[config.mk]
export PLATFORM = sky130hd
export DESIGN_NAME = instr_decode_stage
export DESIGN_NICKNAME = d
export VERILOG_FILES = /design/src/decode_pkg.sv /design/src/base_int_decoder.sv /design/src/bitmanip_decoder.sv /design/src/decode_ctrl.sv /design/src/instr_decode_stage.sv /design/src/system_decoder.sv
export SDC_FILE = /design/constraint.sdc
export NUM_CORES = 1
export LEC_CHECK = 0
export BUFFER_PORTS_ARGS = -buffer_cell sky130_fd_sc_hd__buf_2
export CAP_MARGIN = 0
export CORE_UTILIZATION = 52
export DETAILED_ROUTE_END_ITERATION = 10
export PLACE_DENSITY = 0.8
export SYNTH_ARGS = -nofsm -noshare
export SYNTH_HDL_FRONTEND = slang
export SYNTH_SLANG_ARGS = --single-unit
[constraint.sdc]
create_clock -name clk_i -period 3.02 [get_ports clk_i]
set_clock_uncertainty 0.05 [all_clocks]
set_input_delay 0.453 -clock clk_i [delete_from_list [all_inputs] [get_ports clk_i]]
set_output_delay 0.453 -clock clk_i [all_outputs]
set_load 0.01 [all_outputs]
[src/decode_pkg.sv]
`default_nettype none

package decode_pkg;

   // Major opcode, instruction bits 6:2
   typedef enum logic [4:0] {
      OPC_LOAD   = 5'b00000,
      OPC_OP_IMM = 5'b00100,
      OPC_AUIPC  = 5'b00101,
      OPC_STORE  = 5'b01000,
      OPC_OP     = 5'b01100,
      OPC_LUI    = 5'b01101,
      OPC_BRANCH = 5'b11000,
      OPC_JALR   = 5'b11001,
      OPC_JAL    = 5'b11011,
      OPC_SYSTEM = 5'b11100
   } opcode_e;

   // ALU group funct3, shared by OP and OP_IMM
   localparam logic [2:0] F3_ADD  = 3'b000,
                          F3_SLL  = 3'b001,
                          F3_SLT  = 3'b010,
                          F3_SLTU = 3'b011,
                          F3_XOR  = 3'b100,
                          F3_SRL  = 3'b101,
                          F3_OR   = 3'b110,
                          F3_AND  = 3'b111;

   localparam logic [2:0] F3_LB   = 3'b000,
                          F3_LH   = 3'b001,
                          F3_LW   = 3'b010,
                          F3_LBU  = 3'b100,
                          F3_LHU  = 3'b101,
                          F3_SB   = 3'b000,
                          F3_SH   = 3'b001,
                          F3_SW   = 3'b010,
                          F3_JALR = 3'b000;

   localparam logic [2:0] F3_BEQ  = 3'b000,
                          F3_BNE  = 3'b001,
                          F3_BLT  = 3'b100,
                          F3_BGE  = 3'b101,
                          F3_BLTU = 3'b110,
                          F3_BGEU = 3'b111;

   localparam logic [2:0] F3_MIN    = 3'b100,
                          F3_MINU   = 3'b101,
                          F3_MAX    = 3'b110,
                          F3_MAXU   = 3'b111,
                          F3_SH1ADD = 3'b010,
                          F3_SH2ADD = 3'b100,
                          F3_SH3ADD = 3'b110,
                          F3_ZEXT_H = 3'b100;

   localparam logic [2:0] F3_PRIV     = 3'b000,
                          F3_CSR_RSVD = 3'b100;

   localparam logic [6:0] F7_BASE      = 7'b0000000,
                          F7_ALT       = 7'b0100000,
                          F7_MULDIV    = 7'b0000001,
                          F7_ROTATE    = 7'b0110000,
                          F7_BCLR_BEXT = 7'b0100100,
                          F7_BINV_REV8 = 7'b0110100,
                          F7_BSET_ORCB = 7'b0010100,
                          F7_MINMAX    = 7'b0000101,
                          F7_SHADD     = 7'b0010000,
                          F7_ZEXT_H    = 7'b0000100;

   localparam logic [4:0] F5_CLZ    = 5'b00000,
                          F5_CTZ    = 5'b00001,
                          F5_CPOP   = 5'b00010,
                          F5_SEXT_B = 5'b00100,
                          F5_SEXT_H = 5'b00101,
                          F5_ORC_B  = 5'b00111,
                          F5_REV8   = 5'b11000,
                          F5_ZEXT_H = 5'b00000;

   localparam logic [11:0] F12_ECALL  = 12'b0000000_00000,
                           F12_EBREAK = 12'b0000000_00001,
                           F12_WFI    = 12'b0001000_00101,
                           F12_MRET   = 12'b0011000_00010;

   typedef struct packed {
      logic [6:0] funct7;
      logic [4:0] rs2;
      logic [4:0] rs1;
      logic [2:0] funct3;
      logic [4:0] rd;
      opcode_e    opcode;
   } r_view_t;

   typedef struct packed {
      logic [11:0] funct12;
      logic [4:0]  rs1;
      logic [2:0]  funct3;
      logic [4:0]  rd;
      opcode_e     opcode;
   } i_view_t;

   // Instruction bits 31:2, rs2 also carries the B-group funct5
   typedef union packed {
      r_view_t r_view;
      i_view_t i_view;
   } instr_u;

   typedef enum logic [3:0] {
      ALU_ADD  = 4'd0,
      ALU_SUB  = 4'd1,
      ALU_SLL  = 4'd3,
      ALU_SLT,
      ALU_SLTU,
      ALU_XOR,
      ALU_SRL,
      ALU_SRA,
      ALU_OR,
      ALU_AND,
      ALU_XNOR,
      ALU_PASS_B
   } alu_op_e;

   typedef enum logic [4:0] {
      BMU_CLZ = 5'd0,
      BMU_CTZ,
      BMU_CPOP,
      BMU_ORC_B,
      BMU_REV8,
      BMU_ZEXT_H,
      BMU_SEXT_B,
      BMU_SEXT_H,
      BMU_ROL,
      BMU_ROR,
      BMU_MAX,
      BMU_BCLR,
      BMU_BEXT,
      BMU_BINV,
      BMU_BSET,
      BMU_MAXU,
      BMU_MIN,
      BMU_MINU
   } bmu_op_e;

   typedef enum logic [1:0] {
      UNIT_ALU = 2'd0,
      UNIT_MDU = 2'd1,
      UNIT_BMU = 2'd2,
      UNIT_CSR = 2'd3
   } unit_e;

   typedef enum logic [1:0] {
      WB_ALU = 2'd0,
      WB_MEM = 2'd1,
      WB_PC4 = 2'd3
   } wb_sel_e;

   typedef enum logic [1:0] {
      CSR_NONE  = 2'd0,
      CSR_WRITE = 2'd1,
      CSR_SET   = 2'd2,
      CSR_CLEAR = 2'd3
   } csr_op_e;

   typedef enum logic [3:0] {
      EXC_INSTR_MISALIGN = 4'd0,
      EXC_ILLEGAL        = 4'd2,
      EXC_BREAKPOINT     = 4'd3,
      EXC_LOAD_MISALIGN  = 4'd4,
      EXC_STORE_MISALIGN = 4'd6,
      EXC_ECALL_M        = 4'd11
   } exc_cause_e;

   // Control bundle handed to execute, exc and exc_cause stay on top
   typedef struct packed {
      logic       exc;
      exc_cause_e exc_cause;
      logic       is_mret;
      unit_e      unit;
      logic       csr_en;
      csr_op_e    csr_op;
      logic       csr_imm;
      alu_op_e    alu_op;
      logic       mdu_en;
      logic [2:0] mdu_op;
      bmu_op_e    bmu_op;
      logic       rs1_shift;
      logic       rs2_negate;
      logic       reg_wr_en;
      wb_sel_e    wb_sel;
      logic       op1_pc;
      logic       op2_imm;
      logic       is_load;
      logic       is_store;
   } ctrl_t;

   typedef struct packed {
      logic  hit;
      ctrl_t ctrl;
   } dec_result_t;

endpackage

`default_nettype wire

[src/base_int_decoder.sv]
`timescale 1ns/1ns
`default_nettype none

module base_int_decoder import decode_pkg::*; #(
   parameter bit SUPPORT_M = 1'b1
) (
   input  instr_u      instr_i,
   output dec_result_t res_o
);

   logic [6:0] funct7;
   logic [2:0] funct3;
   logic       alt;

   assign funct7 = instr_i.r_view.funct7;
   assign funct3 = instr_i.r_view.funct3;
   assign alt    = (funct7 == F7_ALT);

   function automatic alu_op_e alu_from_funct3(input logic [2:0] f3, input logic use_alt);
      case (f3)
         F3_ADD:  alu_from_funct3 = use_alt ? ALU_SUB : ALU_ADD;
         F3_SLL:  alu_from_funct3 = ALU_SLL;
         F3_SLT:  alu_from_funct3 = ALU_SLT;
         F3_SLTU: alu_from_funct3 = ALU_SLTU;
         F3_XOR:  alu_from_funct3 = ALU_XOR;
         F3_SRL:  alu_from_funct3 = use_alt ? ALU_SRA : ALU_SRL;
         F3_OR:   alu_from_funct3 = ALU_OR;
         default: alu_from_funct3 = ALU_AND;
      endcase
   endfunction

   always_comb begin
      res_o = '0;
      case (instr_i.r_view.opcode)
         OPC_LOAD: begin
            res_o.hit            = funct3 inside {F3_LB, F3_LH, F3_LW, F3_LBU, F3_LHU};
            res_o.ctrl.exc_cause = EXC_LOAD_MISALIGN;
            res_o.ctrl.reg_wr_en = 1'b1;
            res_o.ctrl.wb_sel    = WB_MEM;
            res_o.ctrl.op2_imm   = 1'b1;
            res_o.ctrl.is_load   = 1'b1;
         end
         OPC_STORE: begin
            res_o.hit            = funct3 inside {F3_SB, F3_SH, F3_SW};
            res_o.ctrl.exc_cause = EXC_STORE_MISALIGN;
            res_o.ctrl.op2_imm   = 1'b1;
            res_o.ctrl.is_store  = 1'b1;
         end
         OPC_BRANCH: begin
            res_o.hit = funct3 inside {F3_BEQ, F3_BNE, F3_BLT, F3_BGE, F3_BLTU, F3_BGEU};
            // Target computed as pc + imm
            res_o.ctrl.exc_cause = EXC_INSTR_MISALIGN;
            res_o.ctrl.op1_pc    = 1'b1;
            res_o.ctrl.op2_imm   = 1'b1;
         end
         OPC_JAL: begin
            res_o.hit            = 1'b1;
            res_o.ctrl.reg_wr_en = 1'b1;
            res_o.ctrl.wb_sel    = WB_PC4;
            res_o.ctrl.op1_pc    = 1'b1;
            res_o.ctrl.op2_imm   = 1'b1;
         end
         OPC_JALR: begin
            res_o.hit            = (funct3 == F3_JALR);
            res_o.ctrl.reg_wr_en = 1'b1;
            res_o.ctrl.wb_sel    = WB_PC4;
            res_o.ctrl.op2_imm   = 1'b1;
         end
         OPC_LUI: begin
            res_o.hit            = 1'b1;
            res_o.ctrl.alu_op    = ALU_PASS_B;
            res_o.ctrl.reg_wr_en = 1'b1;
            res_o.ctrl.op2_imm   = 1'b1;
         end
         OPC_AUIPC: begin
            res_o.hit            = 1'b1;
            res_o.ctrl.reg_wr_en = 1'b1;
            res_o.ctrl.op1_pc    = 1'b1;
            res_o.ctrl.op2_imm   = 1'b1;
         end
         OPC_OP_IMM: begin
            // Shift immediates leave other funct7 values to the B group
            case (funct3)
               F3_SLL:  res_o.hit = (funct7 == F7_BASE);
               F3_SRL:  res_o.hit = (funct7 == F7_BASE) || alt;
               default: res_o.hit = 1'b1;
            endcase
            res_o.ctrl.alu_op    = alu_from_funct3(funct3, alt && (funct3 == F3_SRL));
            res_o.ctrl.reg_wr_en = 1'b1;
            res_o.ctrl.op2_imm   = 1'b1;
         end
         OPC_OP: begin
            res_o.ctrl.reg_wr_en = 1'b1;
            if (funct7 == F7_MULDIV) begin
               res_o.hit         = SUPPORT_M;
               res_o.ctrl.unit   = UNIT_MDU;
               res_o.ctrl.mdu_en = 1'b1;
               res_o.ctrl.mdu_op = funct3;
            end else begin
               res_o.hit = (funct7 == F7_BASE) || (alt && funct3 inside {F3_ADD, F3_SRL});
               res_o.ctrl.alu_op     = alu_from_funct3(funct3, alt);
               res_o.ctrl.rs2_negate = alt && (funct3 == F3_ADD);
            end
         end
         default: ;
      endcase
   end

endmodule

`default_nettype wire

[src/bitmanip_decoder.sv]
`timescale 1ns/1ns
`default_nettype none

module bitmanip_decoder import decode_pkg::*; #(
   parameter bit SUPPORT_B = 1'b1
) (
   input  instr_u      instr_i,
   output dec_result_t res_o
);

   logic [9:0] f7_f3;
   logic [4:0] funct5;
   logic       match;
   logic       rori;

   assign f7_f3  = {instr_i.r_view.funct7, instr_i.r_view.funct3};
   assign funct5 = instr_i.r_view.rs2;

   always_comb begin
      res_o = '0;
      match = 1'b0;
      rori  = 1'b0;
      res_o.ctrl.unit      = UNIT_BMU;
      res_o.ctrl.reg_wr_en = 1'b1;
      res_o.ctrl.op2_imm   = (instr_i.r_view.opcode == OPC_OP_IMM);

      if (instr_i.r_view.opcode == OPC_OP_IMM) begin
         case (f7_f3)
            {F7_ROTATE, F3_SLL}: begin
               // Unary ops, selected by funct5
               match = 1'b1;
               case (funct5)
                  F5_CLZ:    res_o.ctrl.bmu_op = BMU_CLZ;
                  F5_CTZ:    res_o.ctrl.bmu_op = BMU_CTZ;
                  F5_CPOP:   res_o.ctrl.bmu_op = BMU_CPOP;
                  F5_SEXT_B: res_o.ctrl.bmu_op = BMU_SEXT_B;
                  F5_SEXT_H: res_o.ctrl.bmu_op = BMU_SEXT_H;
                  default:   match = 1'b0;
               endcase
            end
            {F7_ROTATE, F3_SRL}: begin
               match = 1'b1;
               rori  = 1'b1;
               res_o.ctrl.bmu_op = BMU_ROR;
            end
            {F7_BCLR_BEXT, F3_SLL}: begin
               match = 1'b1;
               res_o.ctrl.bmu_op = BMU_BCLR;
            end
            {F7_BCLR_BEXT, F3_SRL}: begin
               match = 1'b1;
               res_o.ctrl.bmu_op = BMU_BEXT;
            end
            {F7_BINV_REV8, F3_SLL}: begin
               match = 1'b1;
               res_o.ctrl.bmu_op = BMU_BINV;
            end
            {F7_BINV_REV8, F3_SRL}: begin
               match = (funct5 == F5_REV8);
               res_o.ctrl.bmu_op = BMU_REV8;
            end
            {F7_BSET_ORCB, F3_SLL}: begin
               match = 1'b1;
               res_o.ctrl.bmu_op = BMU_BSET;
            end
            {F7_BSET_ORCB, F3_SRL}: begin
               match = (funct5 == F5_ORC_B);
               res_o.ctrl.bmu_op = BMU_ORC_B;
            end
            default: ;
         endcase
      end else if (instr_i.r_view.opcode == OPC_OP) begin
         match = 1'b1;
         case (f7_f3)
            {F7_ROTATE, F3_SLL}:    res_o.ctrl.bmu_op = BMU_ROL;
            {F7_ROTATE, F3_SRL}:    res_o.ctrl.bmu_op = BMU_ROR;
            {F7_BCLR_BEXT, F3_SLL}: res_o.ctrl.bmu_op = BMU_BCLR;
            {F7_BCLR_BEXT, F3_SRL}: res_o.ctrl.bmu_op = BMU_BEXT;
            {F7_BINV_REV8, F3_SLL}: res_o.ctrl.bmu_op = BMU_BINV;
            {F7_BSET_ORCB, F3_SLL}: res_o.ctrl.bmu_op = BMU_BSET;
            {F7_MINMAX, F3_MIN}:    res_o.ctrl.bmu_op = BMU_MIN;
            {F7_MINMAX, F3_MINU}:   res_o.ctrl.bmu_op = BMU_MINU;
            {F7_MINMAX, F3_MAX}:    res_o.ctrl.bmu_op = BMU_MAX;
            {F7_MINMAX, F3_MAXU}:   res_o.ctrl.bmu_op = BMU_MAXU;
            {F7_ZEXT_H, F3_ZEXT_H}: begin
               match = (funct5 == F5_ZEXT_H);
               res_o.ctrl.bmu_op = BMU_ZEXT_H;
            end
            // Logic with inverted operand runs on the ALU
            {F7_ALT, F3_AND}: begin
               res_o.ctrl.unit       = UNIT_ALU;
               res_o.ctrl.alu_op     = ALU_AND;
               res_o.ctrl.rs2_negate = 1'b1;
            end
            {F7_ALT, F3_OR}: begin
               res_o.ctrl.unit       = UNIT_ALU;
               res_o.ctrl.alu_op     = ALU_OR;
               res_o.ctrl.rs2_negate = 1'b1;
            end
            {F7_ALT, F3_XOR}: begin
               res_o.ctrl.unit   = UNIT_ALU;
               res_o.ctrl.alu_op = ALU_XNOR;
            end
            {F7_SHADD, F3_SH1ADD}, {F7_SHADD, F3_SH2ADD}, {F7_SHADD, F3_SH3ADD}: begin
               res_o.ctrl.unit      = UNIT_ALU;
               res_o.ctrl.alu_op    = ALU_ADD;
               res_o.ctrl.rs1_shift = 1'b1;
            end
            default: match = 1'b0;
         endcase
      end

      // RORI is always present
      res_o.hit = match && (SUPPORT_B || rori);
   end

endmodule

`default_nettype wire

[src/decode_ctrl.sv]
`timescale 1ns/1ns
`default_nettype none

module decode_ctrl import decode_pkg::*; (
   input  logic        clk_i,
   input  logic        rst_n_i,
   input  logic        instr_valid_i,
   input  logic        stall_i,
   input  dec_result_t base_i,
   input  dec_result_t bitm_i,
   input  dec_result_t sys_i,
   output logic        ctrl_valid_o,
   output ctrl_t       ctrl_o
);

   localparam int CTRL_W = $bits(ctrl_t);

   // Illegal instruction word, only exc and cause set
   localparam ctrl_t ILLEGAL_CTRL = ctrl_t'({1'b1, EXC_ILLEGAL, {(CTRL_W - 5){1'b0}}});

   logic  any_hit;
   ctrl_t merged;
   ctrl_t next_ctrl;

   assign any_hit = base_i.hit | bitm_i.hit | sys_i.hit;

   // Decoders are mutually exclusive so an OR of masked bundles suffices
   assign merged = ctrl_t'(({CTRL_W{base_i.hit}} & base_i.ctrl)
                         | ({CTRL_W{bitm_i.hit}} & bitm_i.ctrl)
                         | ({CTRL_W{sys_i.hit}} & sys_i.ctrl));

   assign next_ctrl = any_hit ? merged : ILLEGAL_CTRL;

   // ID/EX register
   always_ff @(posedge clk_i) begin
      if (!rst_n_i) begin
         ctrl_valid_o <= 1'b0;
         ctrl_o       <= '0;
      end else if (!stall_i) begin
         ctrl_valid_o <= instr_valid_i;
         if (instr_valid_i) begin
            ctrl_o <= next_ctrl;
         end
      end
   end

endmodule

`default_nettype wire

[src/instr_decode_stage.sv]
`timescale 1ns/1ns
`default_nettype none

module instr_decode_stage import decode_pkg::*; #(
   parameter bit SUPPORT_M = 1'b1,
   parameter bit SUPPORT_B = 1'b1
) (
   input  logic   clk_i,
   input  logic   rst_n_i,
   input  logic   instr_valid_i,
   input  instr_u instr_i,
   input  logic   stall_i,
   output logic   ctrl_valid_o,
   output ctrl_t  ctrl_o
);

   dec_result_t base_res;
   dec_result_t bitm_res;
   dec_result_t sys_res;

   base_int_decoder #(
      .SUPPORT_M (SUPPORT_M)
   ) base_int_decoder_i (
      .instr_i (instr_i),
      .res_o   (base_res)
   );

   bitmanip_decoder #(
      .SUPPORT_B (SUPPORT_B)
   ) bitmanip_decoder_i (
      .instr_i (instr_i),
      .res_o   (bitm_res)
   );

   system_decoder system_decoder_i (
      .instr_i (instr_i),
      .res_o   (sys_res)
   );

   decode_ctrl decode_ctrl_i (
      .clk_i         (clk_i),
      .rst_n_i       (rst_n_i),
      .instr_valid_i (instr_valid_i),
      .stall_i       (stall_i),
      .base_i        (base_res),
      .bitm_i        (bitm_res),
      .sys_i         (sys_res),
      .ctrl_valid_o  (ctrl_valid_o),
      .ctrl_o        (ctrl_o)
   );

endmodule

`default_nettype wire

[src/system_decoder.sv]
`timescale 1ns/1ns
`default_nettype none

module system_decoder import decode_pkg::*; (
   input  instr_u      instr_i,
   output dec_result_t res_o
);

   logic [2:0] funct3;
   logic       no_regs;

   assign funct3  = instr_i.i_view.funct3;
   assign no_regs = (instr_i.i_view.rd == 5'd0) && (instr_i.i_view.rs1 == 5'd0);

   always_comb begin
      res_o = '0;
      if (instr_i.i_view.opcode == OPC_SYSTEM) begin
         if (funct3 == F3_PRIV) begin
            if (no_regs) begin
               case (instr_i.i_view.funct12)
                  F12_ECALL: begin
                     res_o.hit            = 1'b1;
                     res_o.ctrl.exc       = 1'b1;
                     res_o.ctrl.exc_cause = EXC_ECALL_M;
                  end
                  F12_EBREAK: begin
                     res_o.hit            = 1'b1;
                     res_o.ctrl.exc       = 1'b1;
                     res_o.ctrl.exc_cause = EXC_BREAKPOINT;
                  end
                  F12_MRET: begin
                     res_o.hit          = 1'b1;
                     res_o.ctrl.is_mret = 1'b1;
                  end
                  // WFI retires as a no-op
                  F12_WFI: res_o.hit = 1'b1;
                  default: ;
               endcase
            end
         end else if (funct3 != F3_CSR_RSVD) begin
            // funct3[1:0] is the CSR operation, funct3[2] picks the uimm form
            res_o.hit            = 1'b1;
            res_o.ctrl.unit      = UNIT_CSR;
            res_o.ctrl.csr_en    = 1'b1;
            res_o.ctrl.csr_op    = csr_op_e'(funct3[1:0]);
            res_o.ctrl.csr_imm   = funct3[2];
            res_o.ctrl.reg_wr_en = 1'b1;
         end
      end
   end

endmodule

`default_nettype wire

# Yosys cells after proc, flatten, opt, wreduce, memory -nomap -nowiden
# Index checks and enable logic that the tools add are counted.
# totals
regBits	35
in_bits	34
out_inout_bits	35
wordCells	161
# classes
eq_ne	47
mux	56
n_bitwise	8
n_reduce_logical	30
# ops
op	count
equality test 10 x 9 -> 1 bit (second input constant)	9
bitwise OR 34 bit	2
case mux 4 bit (7 select lines)	2
case mux 5 bit (11 select lines)	1
equality test 10 x 6 -> 1 bit (second input constant)	5
equality test 10 x 8 -> 1 bit (second input constant)	5
case mux 5 bit (8 select lines)	1
AND 34 x 28 -> 34 bit	1
AND 34 x 32 -> 34 bit	1
AND 34 bit	1
2-to-1 mux 34 bit	1
2-to-1 mux 4 bit	7
equality test 5 x 3 -> 1 bit (second input constant)	5
equality test 5 bit (second input constant)	5
case mux 4 bit (3 select lines)	2
2-to-1 mux 1 bit	22
logical NOT 5 bit	4
2-to-1 mux 6 bit	3
OR reduction 16 bit	1
equality test 5 x 4 -> 1 bit (second input constant)	3
2-to-1 mux 7 bit	2
2-to-1 mux 13 bit	1
equality test 12 x 1 -> 1 bit (second input constant)	1
equality test 12 x 10 -> 1 bit (second input constant)	1
other kinds (37)	55

# Logic depth before layout (Yosys ltp)
# Gate-level depths: netlist of run 1.
# logic_depth
ltp_word	10
mapped_depth	9
mapped_depth_nobuf	7

# Hierarchy
# A second synthesis of run 1 with hierarchy kept.
# hier_totals
hier_cells	411
area_unflattened_um2	3460.8
# modules_own_cells
mod	instances	cells_each	area_each_um2	seq_area_each_um2
decode_ctrl	1	132	1637.8	700.7
bitmanip_decoder	1	126	840.8	0.0
base_int_decoder	1	95	591.8	0.0
system_decoder	1	58	390.4	0.0

# Least setup slack after synthesis of run 1
# OpenSTA, ideal clock, no wires.
# synth_timing
path_type	input-to-reg
from	in instr_i[23] in the netlist's numbering
to	reg decode_ctrl_i.ctrl_o[19] (netlist name)
setup_ns	0.096
arrival_ns	2.606
required_time_ns	2.874
slack_ns	0.268
stages	8
path_buffers	1
cell_sequence	buf_2 -> or3b_2 -> or4_4 -> o21ai_1 -> a311oi_1 -> or3_1 -> a21o_1 -> o41ai_2
# synth_between
elab_chain_len	9
word_cells_on_any_way	61
cone_classes	eq/ne: 24; mux: 21; bitwise: 7; reduce/logical: 9
# synth_lines
element	line	text
from (decl)	instr_decode_stage.sv:11	input instr_u instr_i,
equality test 10 x 9 -> 1 bit (tied with other cells)	bitmanip_decoder.sv:74	case (f7_f3)
OR reduction 16 bit (no line) (tied with other cells)	--	
case mux 1 bit (2 select lines) (tied with other cells)	bitmanip_decoder.sv:74	
2-to-1 mux 1 bit (tied with other cells)	bitmanip_decoder.sv:72	end else if (instr_i.r_view.opcode == OPC_OP) begin
2-to-1 mux 1 bit (tied with other cells)	bitmanip_decoder.sv:27	if (instr_i.r_view.opcode == OPC_OP_IMM) begin
AND 34 x 28 -> 34 bit (tied with other cells)	decode_ctrl.sv:29	| ({CTRL_W{bitm_i.hit}} & bitm_i.ctrl)
bitwise OR 34 bit or AND 34 bit (tied branches)	decode_ctrl.sv:29, decode_ctrl.sv:30	
bitwise OR 34 bit	decode_ctrl.sv:30	| ({CTRL_W{sys_i.hit}} & sys_i.ctrl));
2-to-1 mux 34 bit *	decode_ctrl.sv:32	assign next_ctrl = any_hit ? merged : ILLEGAL_CTRL;
# Mark *: on every way between the ends. The rest lies on a longest branch, timed or not.
# A chain may end at the register's enable or synchronous reset.

# Worst setup path in the final report of run 1
# layout_timing
from	in instr_i[25] in the netlist's numbering
to	reg decode_ctrl_i.ctrl_o[19] (netlist name)
# layout_between
elab_chain_len	9
word_cells_on_any_way	61
cone_classes	eq/ne: 24; mux: 21; bitwise: 7; reduce/logical: 9
# layout_lines
element	line
equality test 10 x 9 -> 1 bit (tied with other cells)	bitmanip_decoder.sv:74
OR reduction 16 bit (no line) (tied with other cells)	--
case mux 1 bit (2 select lines) (tied with other cells)	bitmanip_decoder.sv:74
2-to-1 mux 1 bit (tied with other cells)	bitmanip_decoder.sv:72
2-to-1 mux 1 bit (tied with other cells)	bitmanip_decoder.sv:27
AND 34 x 28 -> 34 bit (tied with other cells)	decode_ctrl.sv:29
bitwise OR 34 bit or AND 34 bit (tied branches)	decode_ctrl.sv:29, decode_ctrl.sv:30
bitwise OR 34 bit	decode_ctrl.sv:30
2-to-1 mux 34 bit *	decode_ctrl.sv:32
# Marks and branches as above.

==> metrics.yaml, run 1 <==
max_slew_margin_pct: 56.4
power_frac_seq_pct: 47.4
worstReg2RegEnd: "decode_ctrl_i.ctrl_o[32]"
holdPathStages: 2
net-switching-power_w: 0.000295
report.final.hold_viol_count: 0
design.core.area_mm2: 0.00435
gp_congestion: 0.998
outcome: "complete, no violations"
die_area_mm2: 0.00478
die_y_um: 69.1
combinational_group_share_of_total_power_pct: 17.8
worst_slew_pin_slew_ns: 0.653
reg2reg_from: "decode_ctrl_i.ctrl_o[32]"
setup-tns-final_ns: 0
setup_viol_count_final: 0
route.antenna.remaining_nets: 0
setup.worst_path.class: "primary input to flop"
synth.net_count: 364
synth_ff_type: "dfxtp_1"
detailroute.wirelength.met3_um: 579
clkSinkCount: 35
starting_density_pct: 53.8
synth.lib_cells_used.distinct: 52
ys_top_cells_by_area: "dfxtp_1 (30%), nand2_1 (7.4%), o21ai_0 (6.2%)"
firstDrtPassIters: 5
viasPerCell: 6.18
cts_repair_resize_count: 0
min_path_type: "flop to flop"
cts.root.buffer_cell: "clkbuf_8"
cts.hold.buffers_added: 0
clock_path_buffers: 2
fp-row-count: 24
fp.dieW_um: 69.1
worstPathMaxFanout: 9
clock_slew_at_reported_path_ffs_ns: 0.07
first_iter_violations: 312
dr.max_layer_used: "met4"
slowest_stage: "or4b_4"
fin_nets: 435
mostFrequentLayoutCells: "buf_2 (68), nand2_1 (46), dfxtp_1 (35)"
final.period_utilization_pct: 88.5
synth_area_per_cell_um2: 7.10
rr_worst_depth: 3
tritoncts: "yes"
grt_max_degree: 31
max-cap-violations: 0
insertion_delay_of_the_later_clocked_pin_in_the_worst_skew_pair_ns: 0.29
timing.critical_path.cells: "buf_2 > or4b_4 > or4_4 > o21ai_1 > a311oi_1 > or3_1 > a21o_1 > o41ai_2"
antenna_found_initial: 0
buffer_and_inverter_count_on_the_worst_path: 1
finalCriticalPeriod_ns: 2.67
cts_max_level: 2
internal-power_w: 0.000694
remaining_drc_errors: 0
proportion_of_netlist_area_held_by_the_largest_area_contributor_pct: 29.9
area.growth.synth_to_final_pct: 23.5
synth_seq_area_share_pct: 29.9
ys_warn_count: 0
tritoncts.num_buffers: 5
timing.critical_path.depth: 8
layout_commonest_cell: "buf_2"
timing_max_transition_violations_final: 0
route.final.wire_length_um: 7060
grt_pass1_wl_um: 11900
dp_hpwl_um: 5140
mapped_cell_area_mm2: 0.00234
synth_top_area_cell: "dfxtp_1"
mean_routed_wirelength_per_cell_um: 15.6
post-cts-setup-buffer-count: 0
post_synthesis_sequential_element_count: 35
antenna_fix_cells: 0
grt_use_total_pct: 30.2
drive_gt1_share_pct: 25.9
power.density_cell_area_mw_per_mm2: 342
via_count: 2804
synth_edf_count: 0
met2WireLength_um: 3260
critPathTopFamily: "simple AND/OR/NAND/NOR gates"
static-leakage-power_nw: 1.19
cp-start-kind: "primary input"
synth-async-reset-ratio_pct: 0
critPathRequiredTime_ns: 3.17
numPortBuffers: 68
grt_setup_unrepaired: "no"
worst_hold_slack_ns: 0.390
crit_path_to: "decode_ctrl_i.ctrl_o[19]"
crit_arrival_ns: 2.82
ioPinCount: 69
power.ir.vdd_worst_mv: 0.239
end_kind: "flop"
syn-instance-count: 330
net_sw_share_pct: 29.8
first_global_vias: 2498
grt_overflow_total: 0
critical_path.max_stage_delay_ns: 0.54
r2r_slack_ns: 2.29
critical_path.startpoint: "instr_i[25]"
clock.fmax_mhz: 374
post_route_m1_wl_um: 3110
clkPwrFrac_pct: 34.9
==> final cells by class <==
cell class / count / area [µm²]
flip-flops and latches: 35 / 701
multi-input cells: 266 / 1530
clock inverters: 2 / 12.5
clock buffers: 6 / 72.6
well taps: 52 / 65.1
fillers: 399 / 1460
inverters: 4 / 15.0
repair buffers: 89 / 498
==> worst reg2reg max path, delay by kind of cell (launching register included) <==
kind	cells	cell delay (ns)
compound gates	1	0.06
flops	1	0.31
simple gates	2	0.20
==> state kept, by name, summed over array words and instances (netlist names) <==
name	cells
decode_ctrl_i.ctrl_valid_o	1
decode_ctrl_i.ctrl_o	34
==> cell usage after synthesis (4+ instances only) <==
master and count:
nand2_1 46, dfxtp_1 35, o21ai_0 29, nor2_1 27
clkbuf_1 20, a21oi_1 18, nand3_1 15, a21boi_0 14
nor2b_1 13, and2_1 10, nor3_1 9, nand4_1 8
nor4_1 8, o22ai_1 5, or4_1 5, a31oi_1 4
and3_1 4, inv_1 4
==> metal layers <==
metal  up-vias  GRT usage (%)
li1       1350              -
met4         0           8.84
met1      1273           42.5
met5         -              0
met2       164           47.1
met3        17           5.12
==> stage by stage <==
stage | util (%) | cell area (µm²) | std cells | worst slack [ns] | total power (W)
floorplan | - | 2340 | 330 | 0.268 | 0.000577
global placement | 64.5 | 2810 | 446 | 0.117 | 0.000647
detailed placement | 64.5 | 2810 | 446 | 0.0902 | 0.000649
CTS | 66.4 | 2890 | 454 | 0.376 | 0.000988
global route | 66.4 | 2890 | 454 | 0.171 | 0.00103
finish | 66.4 | 2890 | 454 | 0.349 | 0.000989
==> worst min path at each step <==
stage,endpoint,startpoint,slack (ns)
5_1_grt,decode_ctrl_i.ctrl_o[27],decode_ctrl_i.ctrl_o[27],0.41
3_5_place_dp,decode_ctrl_i.ctrl_o[27],decode_ctrl_i.ctrl_o[27],0.38
4_1_cts,decode_ctrl_i.ctrl_valid_o,stall_i,0.39
2_1_floorplan,decode_ctrl_i.ctrl_o[27],decode_ctrl_i.ctrl_o[27],0.41
6_report,decode_ctrl_i.ctrl_o[27],decode_ctrl_i.ctrl_o[27],0.39
3_3_place_gp,decode_ctrl_i.ctrl_o[27],decode_ctrl_i.ctrl_o[27],0.38
==> cell families after synthesis <==
group                     share of synthesized area, %
DFF                                               29.9
buffers and inverters                             4.81
xor gates and xnor gates                         0.374
AOI/OAI and AO/OA                                 26.1
muxes                                             1.28
and+or+nand+nor                                   37.5
==> power by group through the flow <==
stage | clock, W | combinational (W) | sequential [W]
2_1_floorplan | 0 | 0.0000957 | 0.000482
3_3_place_gp | 0 | 0.000168 | 0.000479
3_5_place_dp | 0 | 0.000170 | 0.000479
4_1_cts | 0.000348 | 0.000171 | 0.000468
5_1_grt | 0.000366 | 0.000190 | 0.000469
6_report | 0.000345 | 0.000176 | 0.000468
Note: power is estimated with default switching activity, not from simulation.
==> inputs of run 2 (changes only) <==
--- a/config.mk
+++ b/config.mk
@@ -9,6 +9,7 @@
 export CAP_MARGIN = 0
 export CORE_UTILIZATION = 52
 export DETAILED_ROUTE_END_ITERATION = 10
+export HOLD_SLACK_MARGIN = 0.03
 export PLACE_DENSITY = 0.8
 export SYNTH_ARGS = -nofsm -noshare
 export SYNTH_HDL_FRONTEND = slang
==> constraint.sdc (replaced) <==
create_clock -name clk_i -period 2.84 [get_ports clk_i]
set_clock_uncertainty 0.05 [all_clocks]
set_input_delay 0.426 -clock clk_i [delete_from_list [all_inputs] [get_ports clk_i]]
set_output_delay 0.426 -clock clk_i [all_outputs]
set_load 0.01 [all_outputs]
==> metrics.yaml, run 2 (synthesized netlist as in run 1, its figures left out) <==
timing_max_transition_violations_final: 0
numPortBuffers: 68
via_count: 2837
grt_setup_unrepaired: "no"
place_worst_setup_slack_ns: -0.0732
clock_slew_at_reported_path_ffs_ns: 0.08
first_global_vias: 2546
outcome: "complete, no violations"
route.antenna.remaining_nets: 0
starting_density_pct: 53.8
post-cts-setup-buffer-count: 0
power.ir.vdd_worst_mv: 0.246
end_kind: "flop"
power.density_cell_area_mw_per_mm2: 353
final_cells: 463
gp_congestion: 0.987
antenna_fix_cells: 0
grt_overflow_total: 0
combinational_group_share_of_total_power_pct: 18.3
critPathTopFamily: "simple AND/OR/NAND/NOR gates"
max_slew_margin_pct: 54.2
finalCriticalPeriod_ns: 2.64
die_area_mm2: 0.00478
tritoncts: "yes"
fp.dieW_um: 69.1
grt_pass1_wl_um: 11500
viasPerCell: 6.13
number_of_flip_flops_in_the_largest_register: 34
mostFrequentLayoutCells: "buf_2 (68), nand2_1 (46), dfxtp_1 (35)"
timing.critical_path.depth: 8
setup.worst_path.class: "primary input to flop"
cp-start-kind: "primary input"
fp-row-count: 24
layout_commonest_cell: "buf_2"
firstDrtPassIters: 6
reg2reg_from: "decode_ctrl_i.ctrl_o[18]"
setup_ws_ns: 0.201
fin_nets: 444
net_sw_share_pct: 28.9
worstReg2RegEnd: "decode_ctrl_i.ctrl_o[18]"
cts_repair_resize_count: 0
cts.root.buffer_cell: "clkbuf_8"
min_path_type: "primary input to flop"
power_frac_seq_pct: 47.7
clock_path_buffers: 2
setup_viol_count_final: 0
timing.critical_path.cells: "buf_2 > or4b_4 > or4_4 > o21ai_1 > a311oi_1 > or3_1 > a21o_1 > o41ai_2"
critical_path.startpoint: "instr_i[24]"
clkSinkCount: 35
crit_arrival_ns: 2.79
mean_routed_wirelength_per_cell_um: 15.2
die_y_um: 69.1
crit_path_to: "decode_ctrl_i.ctrl_o[19]"
first_iter_violations: 283
dp_hpwl_um: 5240
worst_slew_pin_slew_ns: 0.685
cell_area_after_layout_mm2: 0.00296
cts_max_level: 2
dp.cells: 455
ioPinCount: 69
grt_use_total_pct: 29.4
report.final.hold_viol_count: 0
slowest_stage: "or4b_4"
largestRegisters: "decode_ctrl_i.ctrl_o (34), decode_ctrl_i.ctrl_valid_o (1)"
route.final.wire_length_um: 7050
rr_worst_depth: 2
insertion_delay_of_the_later_clocked_pin_in_the_worst_skew_pair_ns: 0.28
top_register: "decode_ctrl_i.ctrl_o"
finalCoreUtilization_pct: 68.0
clkPwrFrac_pct: 34.0
max-cap-violations: 0
tritoncts.num_buffers: 5
grt_max_degree: 31
internal-power_w: 0.000743
design.core.area_mm2: 0.00435
static-leakage-power_nw: 1.24
critPathRequiredTime_ns: 2.99
post-layout-total-power_w: 0.00104
fillerInstances: 392
net-switching-power_w: 0.000302
antenna_found_initial: 0
drive_gt1_share_pct: 27.5
critical_path.max_stage_delay_ns: 0.55
cts.hold.buffers_added: 0
final.period_utilization_pct: 92.9
area.growth.synth_to_final_pct: 26.4
r2r_slack_ns: 2.10
worstPathMaxFanout: 5
clock.fmax_mhz: 379
buffer_and_inverter_count_on_the_worst_path: 1
remaining_drc_errors: 0
detailed_place.area_mm2: 0.00288
## run 2: cell count changes in the layout (fill, tap and decap cells not counted), sizes merged
cell / change
buf: +9
## run 2: worst min path at each step
stage	from	to	slack, ns	depth (start not counted)
6_report	stall_i	decode_ctrl_i.ctrl_valid_o	0.37	3
5_1_grt	stall_i	decode_ctrl_i.ctrl_valid_o	0.37	3
4_1_cts	stall_i	decode_ctrl_i.ctrl_valid_o	0.36	3
3_5_place_dp	decode_ctrl_i.ctrl_o[27]	decode_ctrl_i.ctrl_o[27]	0.38	2
3_3_place_gp	decode_ctrl_i.ctrl_o[27]	decode_ctrl_i.ctrl_o[27]	0.37	2
2_1_floorplan	decode_ctrl_i.ctrl_o[27]	decode_ctrl_i.ctrl_o[27]	0.41	2
## run 2: cell type report
class | count | area, µm² | share of cell area [%]
flip-flops and latches | 35 | 701 | 23.7
well taps | 52 | 65.1 | 2.20
repair buffers | 98 | 566 | 19.1
clock inverters | 2 | 12.5 | 0.423
clock buffers | 6 | 72.6 | 2.45
multi-input cells | 266 | 1530 | 51.6
inverters | 4 | 15.0 | 0.507
## run 2: per-layer routing
layer / track usage (%) / up-vias / wire (µm)
met2: 47.0 / 146 / 3320
met3: 6.73 / 24 / 573
met4: 12.5 / 0 / 153
met1: 38.0 / 1299 / 3000
li1: - / 1368 / -
met5: 0 / - / 0
## run 2: stage by stage
stage | TNS (ns) | hold slack, ns
after floorplan | 0 | 0.413
after global placement | 0 | 0.373
after detailed placement | -0.0796 | 0.380
after CTS | 0 | 0.357
after global routing | 0 | 0.373
final | 0 | 0.368
## run 2: worst min-delay path: stages
cell      delay [ns]
buf_2           0.11
nand2_1         0.05
a21boi_0        0.06
## run 2: power by group through the flow
stage               clock, W  combinational [W]  sequential (W)
global route        0.000380           0.000207        0.000498
CTS                 0.000361           0.000187        0.000498
global placement           0           0.000182        0.000509
finish              0.000355           0.000191        0.000498
floorplan                  0           0.000102        0.000512
detailed placement         0           0.000185        0.000510
==> inputs of run 3 (changes only) <==
--- a/config.mk
+++ b/config.mk
@@ -7,6 +7,7 @@
 export LEC_CHECK = 0
 export BUFFER_PORTS_ARGS = -buffer_cell sky130_fd_sc_hd__buf_2
 export CAP_MARGIN = 0
+export CORE_ASPECT_RATIO = 0.75
 export CORE_UTILIZATION = 52
 export DETAILED_ROUTE_END_ITERATION = 10
 export HOLD_SLACK_MARGIN = 0.03
==> metrics.yaml, run 3 (synthesized netlist as in run 1, its figures left out) <==
outcome: "complete, no violations"
combinational_group_share_of_total_power_pct: 17.1
grt_overflow_total: 0
die_area_mm2: 0.00478
critPathTopFamily: "simple AND/OR/NAND/NOR gates"
numPortBuffers: 68
setup_viol_count_final: 0
grt_pass1_wl_um: 12200
grt_setup_unrepaired: "no"
crit_arrival_ns: 2.76
max-cap-violations: 0
clkPwrFrac_pct: 39.9
number_of_flip_flops_in_the_largest_register: 34
power.ir.vdd_worst_mv: 0.443
gp_congestion: 0.974
static-leakage-power_nw: 1.27
total_area_of_multi_input_combinational_cells_mm2: 0.00153
firstDrtPassIters: 5
fp-row-count: 20
starting_density_pct: 56.0
timing_max_transition_violations_final: 0
setup.worst_path.class: "primary input to flop"
route.final.wire_length_um: 7510
die_y_um: 60.1
ioPinCount: 69
final.period_utilization_pct: 92.2
detailed_place.area_mm2: 0.00291
viasPerCell: 6.07
setup-tns-final_ns: 0
report.final.hold_viol_count: 0
internal-power_w: 0.000858
tritoncts: "yes"
clock_slew_at_reported_path_ffs_ns: 0.07
clock_path_buffers: 2
buffer_and_inverter_count_on_the_worst_path: 1
clkSinkCount: 35
grt_max_degree: 31
area.growth.synth_to_final_pct: 29.2
clock.fmax_mhz: 382
min_path_type: "primary input to flop"
largestRegisters: "decode_ctrl_i.ctrl_o (34), decode_ctrl_i.ctrl_valid_o (1)"
drive_gt1_share_pct: 28.4
route.antenna.remaining_nets: 0
cts_max_level: 2
post-cts-setup-buffer-count: 0
sequential_cell_area_um2: 701
antenna_fix_cells: 0
cp-start-kind: "primary input"
critical_path.max_stage_delay_ns: 0.62
mean_routed_wirelength_per_cell_um: 16.0
cts.hold.buffers_added: 0
post-layout-total-power_w: 0.00116
first_global_vias: 2482
net_sw_share_pct: 26.0
insertion_delay_of_the_later_clocked_pin_in_the_worst_skew_pair_ns: 0.29
antenna_found_initial: 0
net-switching-power_w: 0.000301
cts_repair_resize_count: 0
worst_slew_pin_slew_ns: 0.636
layout_commonest_cell: "buf_2"
dp_hpwl_um: 5720
design.core.area_mm2: 0.00418
timing.critical_path.cells: "buf_2 > or4_1 > o41ai_1 > nor4_1 > or3_1 > a21o_1 > o41ai_2"
slowest_stage: "or4_1"
finalCriticalPeriod_ns: 2.62
cts.root.buffer_cell: "clkbuf_8"
grt_use_total_pct: 33.5
mostFrequentLayoutCells: "buf_2 (68), nand2_1 (46), dfxtp_1 (35)"
cell_area_after_layout_mm2: 0.00303
max_slew_margin_pct: 57.5
remaining_drc_errors: 0
top_register: "decode_ctrl_i.ctrl_o"
via_count: 2855
end_kind: "flop"
critPathRequiredTime_ns: 2.98
fin_nets: 448
power.density_cell_area_mw_per_mm2: 383
worstPathMaxFanout: 5
tritoncts.num_buffers: 5
fillerInstances: 341
first_iter_violations: 286
power_frac_seq_pct: 43.0
fp.dieW_um: 79.5
[run 3: cell types whose count changed in the layout (fill, tap and decap cells not counted), sizes merged]
cell      previous run  this run
bufinv               0         1
clkinvlp             1         0
buf                 98       102
[run 3: final timing paths]
path	startpoint	to	slack, ns	depth (start not counted)
setup / recovery	instr_i[24]	decode_ctrl_i.ctrl_o[19]	0.22	7
hold / removal	stall_i	decode_ctrl_i.ctrl_valid_o	0.36	3
setup reg to reg	decode_ctrl_i.ctrl_o[1]	decode_ctrl_i.ctrl_o[1]	2.06	3
hold reg to reg	decode_ctrl_i.ctrl_o[27]	decode_ctrl_i.ctrl_o[27]	0.40	2
[run 3: per-layer routing]
layer / track usage, % / part of all wire (%)
met1: 48.8 / 46
met2: 49.0 / 42
met3: 7.63 / 11
met4: 9.09 / 1.1
met5: 0 / 0
[run 3: power groups by stage]
stage                     Combinational [W]  Clock, W  Sequential [W]
after floorplan                    0.000102         0        0.000512
after global routing               0.000216  0.000494        0.000498
after detailed placement           0.000192         0        0.000509
after global placement             0.000188         0        0.000509
final                              0.000198  0.000463        0.000498
after CTS                          0.000192  0.000469        0.000498
[run 3: per-stage QoR]
step	hold slack, ns	std cells	util (%)	setup WS (ns)
finish	0.362	470	72.4	0.220
global route	0.374	470	72.4	0.0709
CTS	0.363	470	72.4	0.265
detailed placement	0.383	462	69.6	-0.0409
global placement	0.379	462	69.6	0.0319
floorplan	0.413	330	-	0.115
[run 3: cell type report]
type | instances | share of cell area, %
clock inverter | 2 | 1.16
inverter | 4 | 0.496
timing repair buffer | 102 | 19.7
tap | 55 | 2.27
clock buffer | 6 | 2.73
multi-input combinational | 266 | 50.5
sequential | 35 | 23.2
[run 3: worst reg2reg max path: stages, from the launching register on]
cell and delay [ns]:
dfxtp_1 0.32, nand2_1 0.06, o21ai_0 0.09, and2_1 0.16
